===== src/source/event_pkg.sv =====
package event_pkg;

    typedef logic [7:0]  byte_t;      // one serial data byte
    typedef logic [3:0]  seq_t;       // frame sequence number
    typedef logic [7:0]  apb_addr_t;
    typedef logic [31:0] apb_data_t;

    localparam int    CLKS_PER_BIT     = 4;
    localparam int    BITS_PER_FRAME   = 10;   // start, 8 data, stop
    localparam byte_t EVENT_CODE_RESET = 8'hAA;

    // register map
    localparam apb_addr_t REG_CTRL       = 8'h00;  // [0] block, [1] game_started
    localparam apb_addr_t REG_EVENT_CODE = 8'h04;
    localparam apb_addr_t REG_STATUS     = 8'h08;  // [0] busy, [15:8] frames sent
    localparam apb_addr_t REG_SOFT_START = 8'h0C;  // write 1 to bit 0

    typedef struct packed {
        logic      psel;
        logic      penable;
        logic      pwrite;
        apb_addr_t paddr;
        apb_data_t pwdata;
    } apb_req_t;

    typedef struct packed {
        apb_data_t prdata;
        logic      pready;
        logic      pslverr;
    } apb_rsp_t;

    typedef struct packed {
        logic  send;
        byte_t data;
    } tx_req_t;

    typedef enum logic [1:0] {IDLE, BUILDING_PAYLOAD, SENDING_DATA} framer_state_t;

    typedef enum logic [1:0] {U_IDLE, U_START, U_DATA, U_STOP} uart_state_t;

endpackage


===== src/source/apb_event_regs.sv =====
module apb_event_regs
    import event_pkg::*;
(
    input  logic     clk,
    input  logic     reset,
    input  apb_req_t apb,
    input  logic     frame_busy,
    input  logic     frame_done,
    output apb_rsp_t apb_rsp,
    output logic     block,
    output logic     game_started,
    output byte_t    event_code,
    output logic     soft_start
);

    logic  wr_en;
    byte_t frames_sent;

    assign wr_en = apb.psel && apb.penable && apb.pwrite;

    always_ff @(posedge clk or posedge reset) begin
        if (reset) begin
            block        <= 1'b0;
            game_started <= 1'b0;
            event_code   <= EVENT_CODE_RESET;
            soft_start   <= 1'b0;
            frames_sent  <= '0;
        end else begin
            soft_start <= 1'b0;   // single cycle pulse
            if (wr_en) begin
                case (apb.paddr)
                    REG_CTRL: begin
                        block        <= apb.pwdata[0];
                        game_started <= apb.pwdata[1];
                    end
                    REG_EVENT_CODE: event_code <= apb.pwdata[7:0];
                    REG_SOFT_START: soft_start <= apb.pwdata[0];
                    default: ;
                endcase
            end
            if (frame_done) begin
                frames_sent <= frames_sent + 8'd1;   // wraps at 256
            end
        end
    end

    // no wait states, no errors
    always_comb begin
        apb_rsp.pready  = 1'b1;
        apb_rsp.pslverr = 1'b0;
        case (apb.paddr)
            REG_CTRL:       apb_rsp.prdata = {30'd0, game_started, block};
            REG_EVENT_CODE: apb_rsp.prdata = {24'd0, event_code};
            REG_STATUS:     apb_rsp.prdata = {16'd0, frames_sent, 7'd0, frame_busy};
            default:        apb_rsp.prdata = '0;   // soft start and unmapped
        endcase
    end

    // access phase must follow a setup phase
    a_apb_phase: assert property (
        @(posedge clk) disable iff (reset)
        apb.penable |-> apb.psel && $past(apb.psel)
    ) else $error("penable without a preceding psel setup phase");

endmodule


===== src/source/payload_builder.sv =====
module payload_builder
    import event_pkg::*;
(
    input  logic  clk,
    input  logic  reset,
    input  logic  build_payload,
    input  logic  game_started,
    output byte_t payload,
    output logic  payload_ready
);

    seq_t seq;
    logic capture;

    // first cycle of a request only
    assign capture = build_payload && !payload_ready;

    always_ff @(posedge clk or posedge reset) begin
        if (reset) begin
            seq           <= '0;
            payload_ready <= 1'b0;
        end else begin
            payload_ready <= capture;
            if (capture) begin
                seq <= seq + 4'd1;   // wraps 15 -> 0
            end
        end
    end

    // snapshot so a mid-frame flag change can't alter the byte in flight
    always_ff @(posedge clk) begin
        if (capture) begin
            payload <= {seq, 3'b000, game_started};
        end
    end

endmodule


===== src/source/event_framer.sv =====
module event_framer
    import event_pkg::*;
(
    input  logic    clk,
    input  logic    reset,
    input  logic    start,
    input  logic    block,
    input  byte_t   event_code,
    input  byte_t   payload,
    input  logic    payload_ready,
    input  logic    tx_busy,
    input  logic    data_sent,
    output logic    build_payload,
    output tx_req_t tx,
    output logic    frame_busy,
    output logic    frame_done
);

    framer_state_t state;
    logic [1:0]    byte_index;   // 0 code, 1 payload, 2 all issued

    assign build_payload = (state == BUILDING_PAYLOAD);
    assign frame_busy    = (state != IDLE);
    assign frame_done    = (state == SENDING_DATA) && (byte_index == 2'd2) && data_sent;

    always_comb begin
        tx.send = (state == SENDING_DATA) && !tx_busy && (byte_index != 2'd2);
        tx.data = (byte_index == 2'd0) ? event_code : payload;
    end

    always_ff @(posedge clk or posedge reset) begin
        if (reset) begin
            state      <= IDLE;
            byte_index <= 2'd0;
        end else begin
            case (state)
                IDLE: begin
                    byte_index <= 2'd0;
                    if (start && !block) begin   // blocked starts are lost
                        state <= BUILDING_PAYLOAD;
                    end
                end

                BUILDING_PAYLOAD: begin
                    if (payload_ready) begin
                        state <= SENDING_DATA;
                    end
                end

                SENDING_DATA: begin
                    if (tx.send) begin
                        byte_index <= byte_index + 2'd1;
                    end
                    if (frame_done) begin
                        state <= IDLE;   // last stop bit finished
                    end
                end

                default: state <= IDLE;
            endcase
        end
    end

    // every send must be taken by an idle UART
    a_send_accepted: assert property (
        @(posedge clk) disable iff (reset)
        tx.send |-> (state == SENDING_DATA && !tx_busy) ##1 tx_busy
    ) else $error("send issued outside SENDING_DATA or not accepted by the UART");

endmodule


===== src/source/uart_tx.sv =====
module uart_tx
    import event_pkg::*;
(
    input  logic    clk,
    input  logic    reset,
    input  tx_req_t tx,
    output logic    txd,
    output logic    tx_busy,
    output logic    data_sent
);

    uart_state_t                       state;
    logic [$clog2(CLKS_PER_BIT)-1:0]   bit_cnt;
    logic [2:0]                        bit_idx;
    byte_t                             shift;
    logic                              bit_end;

    assign bit_end = (bit_cnt == CLKS_PER_BIT - 1);
    assign tx_busy = (state != U_IDLE);

    always_ff @(posedge clk or posedge reset) begin
        if (reset) begin
            state     <= U_IDLE;
            bit_cnt   <= '0;
            bit_idx   <= '0;
            txd       <= 1'b1;   // line idles high
            data_sent <= 1'b0;
        end else begin
            data_sent <= 1'b0;
            if (state == U_IDLE || bit_end) begin
                bit_cnt <= '0;
            end else begin
                bit_cnt <= bit_cnt + 1'b1;
            end

            case (state)
                U_IDLE: begin
                    if (tx.send) begin
                        state <= U_START;
                        txd   <= 1'b0;
                    end
                end

                U_START: begin
                    if (bit_end) begin
                        state   <= U_DATA;
                        bit_idx <= '0;
                        txd     <= shift[0];   // lsb first
                    end
                end

                U_DATA: begin
                    if (bit_end) begin
                        if (bit_idx == 3'(BITS_PER_FRAME - 3)) begin   // last data bit
                            state <= U_STOP;
                            txd   <= 1'b1;
                        end else begin
                            bit_idx <= bit_idx + 3'd1;
                            txd     <= shift[1];   // shift moves on this same edge
                        end
                    end
                end

                U_STOP: begin
                    if (bit_end) begin
                        state     <= U_IDLE;
                        data_sent <= 1'b1;
                    end
                end

                default: state <= U_IDLE;
            endcase
        end
    end

    always_ff @(posedge clk) begin
        if (state == U_IDLE && tx.send) begin
            shift <= tx.data;
        end else if (state == U_DATA && bit_end) begin
            shift <= shift >> 1;
        end
    end

    // busy lasts one whole frame and only drops together with the byte-done pulse
    a_busy_fall: assert property (
        @(posedge clk) disable iff (reset)
        $fell(tx_busy) |-> data_sent
            && $past(tx_busy, BITS_PER_FRAME * CLKS_PER_BIT)
            && !$past(tx_busy, BITS_PER_FRAME * CLKS_PER_BIT + 1)
    ) else $error("tx_busy fell without data_sent or after the wrong number of cycles");

endmodule


===== src/source/game_event_top.sv =====
module game_event_top
    import event_pkg::*;
(
    input  logic     clk,
    input  logic     reset,
    input  apb_req_t apb,
    input  logic     start,
    output apb_rsp_t apb_rsp,
    output logic     txd
);

    logic    block;
    logic    game_started;
    byte_t   event_code;
    logic    soft_start;
    logic    start_any;
    logic    build_payload;
    logic    payload_ready;
    byte_t   payload;
    tx_req_t tx;
    logic    tx_busy;
    logic    data_sent;
    logic    frame_busy;
    logic    frame_done;

    assign start_any = start | soft_start;   // pin or host write

    apb_event_regs u_regs (
        .clk          (clk),
        .reset        (reset),
        .apb          (apb),
        .frame_busy   (frame_busy),
        .frame_done   (frame_done),
        .apb_rsp      (apb_rsp),
        .block        (block),
        .game_started (game_started),
        .event_code   (event_code),
        .soft_start   (soft_start)
    );

    payload_builder u_builder (
        .clk           (clk),
        .reset         (reset),
        .build_payload (build_payload),
        .game_started  (game_started),
        .payload       (payload),
        .payload_ready (payload_ready)
    );

    event_framer u_framer (
        .clk           (clk),
        .reset         (reset),
        .start         (start_any),
        .block         (block),
        .event_code    (event_code),
        .payload       (payload),
        .payload_ready (payload_ready),
        .tx_busy       (tx_busy),
        .data_sent     (data_sent),
        .build_payload (build_payload),
        .tx            (tx),
        .frame_busy    (frame_busy),
        .frame_done    (frame_done)
    );

    uart_tx u_uart (
        .clk       (clk),
        .reset     (reset),
        .tx        (tx),
        .txd       (txd),
        .tx_busy   (tx_busy),
        .data_sent (data_sent)
    );

endmodule


===== config.mk =====
export PLATFORM = sky130hd
export DESIGN_NAME = game_event_top
export DESIGN_NICKNAME = d
export VERILOG_FILES = /design/src/source/event_pkg.sv /design/src/source/apb_event_regs.sv /design/src/source/payload_builder.sv /design/src/source/event_framer.sv /design/src/source/uart_tx.sv /design/src/source/game_event_top.sv
export SDC_FILE = /design/constraint.sdc
export NUM_CORES = 1
export LEC_CHECK = 0
export ABC_AREA = 1
export BUFFER_PORTS_ARGS = -buffer_cell sky130_fd_sc_hd__buf_4
export CORE_AREA = 2 2 83 85
export CTS_CLUSTER_SIZE = 16
export DETAILED_ROUTE_END_ITERATION = 8
export DIE_AREA = 0 0 85 87
export GPL_TIMING_DRIVEN = 0
export PLACE_DENSITY = 0.74
export REMOVE_ABC_BUFFERS = 1
export SYNTH_ARGS = -nofsm -noshare
export SYNTH_HDL_FRONTEND = slang
export SYNTH_HIERARCHICAL = 1
export SYNTH_SLANG_ARGS = --single-unit
export TNS_END_PERCENT = 20

===== constraint.sdc =====
create_clock -name clk -period 3.3 [get_ports clk]
set_clock_uncertainty 0.15 [all_clocks]
set_input_delay 0.99 -clock clk [delete_from_list [all_inputs] [get_ports clk]]
set_output_delay 0.99 -clock clk [all_outputs]
set_load 0.01 [all_outputs]

==> metrics.yaml <==
worst_setup_path:
  critPathLaunchType: "input port"
  critPathTopFamily: "simple AND/OR/NAND/NOR gates"
  worstPathArrival_ns: 1.96
  critPathKind: "input port to primary output"
  cp_num_buf_inv: 3
  r2r_slack_ns: 1.09
  crit_required_ns: 2.16
  end_kind: "primary output"
  slowest_delay_ns: 0.23
  cp_slowest_cell: "nor2_4"
  crit_chain: "buf_4 -> nor2_1 -> nand2_1 -> nor2_4 -> buf_4 -> nand2_1 -> nand3_1 -> buf_4"
  cpMostUsedCell: "buf_4"
  worstPathMaxFanout: 9
synthesis:
  yosysWarnings: 6
  syn_inst: 323
  synth_cell_types: 32
  ys.flop_type: "dfrtp_1"
  synth_edf_count: 13
  synth_area_um2: 2880
  syn_avg_cell_area_um2: 8.91
  synth-seq-cells: 50
  synth-seq-area-share_pct: 46.0
  async_reset_ff_share_pct: 74.0
sta:
  hold_viol_final: 0
  fin_crit_ns: 3.10
  fmax_mhz: 323
  tns_ns: 0
  setup_violations: 0
  rsz0062_at_grt: "no"
  slew_headroom_pct: 44.9
  timing.final.crit_share_pct: 93.9
  worst_pin_slew_ns: 0.826
  slew_violations: 0
pwr:
  switchingPower_mw: 0.232
  combPwrFrac_pct: 4.7
  p_leak_nw: 1.69
  power_density_nw_per_um2: 359
  internal_power_mw: 0.957
  vdd_drop_max_mv: 0.241
  switching_share_pct: 19.5
  pwr-share-seq_pct: 53.5
  power.share.clock_pct: 41.8
grt:
  grt_max_degree: 20
  antenna_found_initial: 0
  grt_pass1_vias: 1995
  grt_use_total_pct: 14.9
  gr-total-overflow: 0
  grt_pass1_wl_mm: 8.75
die:
  initial_core_util_pct: 43.8
  row_count: 30
  dieArea_um2: 7400
  dieHeight_um: 87
  coreArea_um2: 6570
  die_x_um: 85
  io_pins: 81
layout:
  diodes: 0
  layout_commonest_cell: "nand2_1"
  final_cells: 447
  fin_area_um2: 3310
  syn2layout_area_growth_pct: 14.9
  fin_nets: 425
  fin_util_pct: 50.3
  final_cell_mix: "nand2_1 (78), inv_1 (45), buf_4 (43)"
  drive_gt1_share_pct: 23.7
flow_run:
  drv_cap: 0
drt:
  viasPerCell: 4.61
  num_vias: 2061
  drtIter0Drc: 96
  dr.pass1.iters: 4
  final_antenna_net_count: 0
  drc: 0
  drt_wl_total_mm: 5.13
  routedWlPerCell_um: 11.5
placement:
  placed_area_um2: 3140
  numPlacedInstances: 434
  routabilityCongestion: 0.868
  port_buffers: 38
  dpl.hpwl_mm: 3.84
min_path:
  min_path_type: "flop to flop"
clock_tree:
  cts_buffers: 5
  clkTransAtPathRegs_ns: 0.09
  clock_latency_ns: 0.30
  cts_buffer_depth: 2
  htreeDepth: 2
  cts_tree: "built"
  cts_resized: 0
  hold_buffers: 0
  cts_sinks: 50
  cts_root_buf: "clkbuf_8"
outcome:
  status: "finished, final reports clean"
-- flip-flops by register name (all words and copies together) (netlist names), 3 cells and up --
signal and flops:
u_regs/event_code 8, u_regs/frames_sent 8, u_uart/shift 8, u_builder/payload 5
u_builder/seq 4, u_uart/bit_idx 3
-- path summary, 6_finish.rpt --
path,startpoint,endpoint,cells after the start
worst max-delay path,apb[39],apb_rsp[2],8
worst max register to register,u_uart/state[1]$_DFFE_PP0P_,u_uart/shift[4]$_DFFE_PP_,8
max in group asynchronous,reset,u_regs/frames_sent[6]$_DFFE_PP0P_,2
worst min register to register,u_uart/bit_cnt[0]$_DFF_PP0_,u_uart/bit_cnt[0]$_DFF_PP0_,1
worst min-delay path,u_uart/bit_cnt[0]$_DFF_PP0_,u_uart/bit_cnt[0]$_DFF_PP0_,1
min in group asynchronous,reset,u_framer/byte_index[1]$_DFFE_PP0P_,2
-- metal layers --
layer	global-route usage [%]	wire length, µm	share of wire [%]
met5	0	0	0
met4	4.62	68	1.3
met3	4.17	247	4.8
met2	25.4	2540	50
met1	18.3	2270	44
-- area by class of cell --
class,count,area (µm²)
Clock buffer,5,68.8
Clock inverter,3,63.8
Fill cell,597,3260
Inverter,48,180
Multi-Input combinational cell,218,1250
Sequential cell,50,1320
Tap cell,80,100
Timing Repair Buffer,43,323
-- power by group through the flow --
| stage | Sequential [mW] | Combinational (mW) | Clock [mW] |
|---|---|---|---|
| 2_1_floorplan | 0.648 | 0.0287 | 0 |
| 3_3_place_gp | 0.648 | 0.0549 | 0 |
| 4_1_cts | 0.636 | 0.0557 | 0.515 |
| 5_1_grt | 0.636 | 0.0629 | 0.536 |
| 6_report | 0.636 | 0.0557 | 0.497 |
| 3_5_place_dp | 0.648 | 0.0557 | 0 |
-- stage by stage --
step                power (mW)  worst slack [ns]  hold slack, ns
CTS                       1.21            0.0655           0.296
floorplan                0.676             0.435           0.265
detailed placement       0.704            0.0670           0.283
global route              1.23            0.0233           0.334
global placement         0.703            0.0721           0.278
finish                    1.19             0.201           0.296
-- synth_stat cells, types with 2 or more instances --
cell type | instances | area, µm²
buf_4 | 22 | 165
buf_6 | 2 | 22.5
conb_1 | 3 | 11.3
dfrtp_1 | 32 | 801
dfstp_2 | 5 | 131
edfxtp_1 | 13 | 390
ha_1 | 13 | 163
inv_1 | 45 | 169
inv_2 | 3 | 11.3
mux2_2 | 7 | 78.8
mux2_4 | 8 | 120
nand2_1 | 78 | 293
nand2_2 | 3 | 18.8
nand2_4 | 2 | 22.5
nand3_1 | 24 | 120
nand4_1 | 3 | 18.8
nor2_1 | 28 | 105
nor2_2 | 3 | 18.8
nor2_4 | 4 | 45.0
nor3_1 | 2 | 10.0
o21ai_0 | 5 | 25.0
o21bai_1 | 3 | 22.5
xor2_1 | 6 | 52.6
-- cell families (layout without fill, tap and decap cells) --
group                      count (synthesis)  count (layout)  share of synthesized area (%)
and+or+nand+nor                          152             152                           23.9
muxes                                     15              15                           6.91
xor gates and xnor gates                   6               6                           1.83
other                                      3              21                          0.391
buffers and inverters                     73              99                           13.0
adders and majority gates                 13              13                           5.65
AOI/OAI and AO/OA                         11              11                           2.30
DFF                                       50              50                           46.0
-- repair_timing --
action	in CTS	in global routing
buffers inserted	0	5
endpoints found under the hold margin	0	0
setup endpoints to repair	0	6
(Power assumes the default switching activity.)
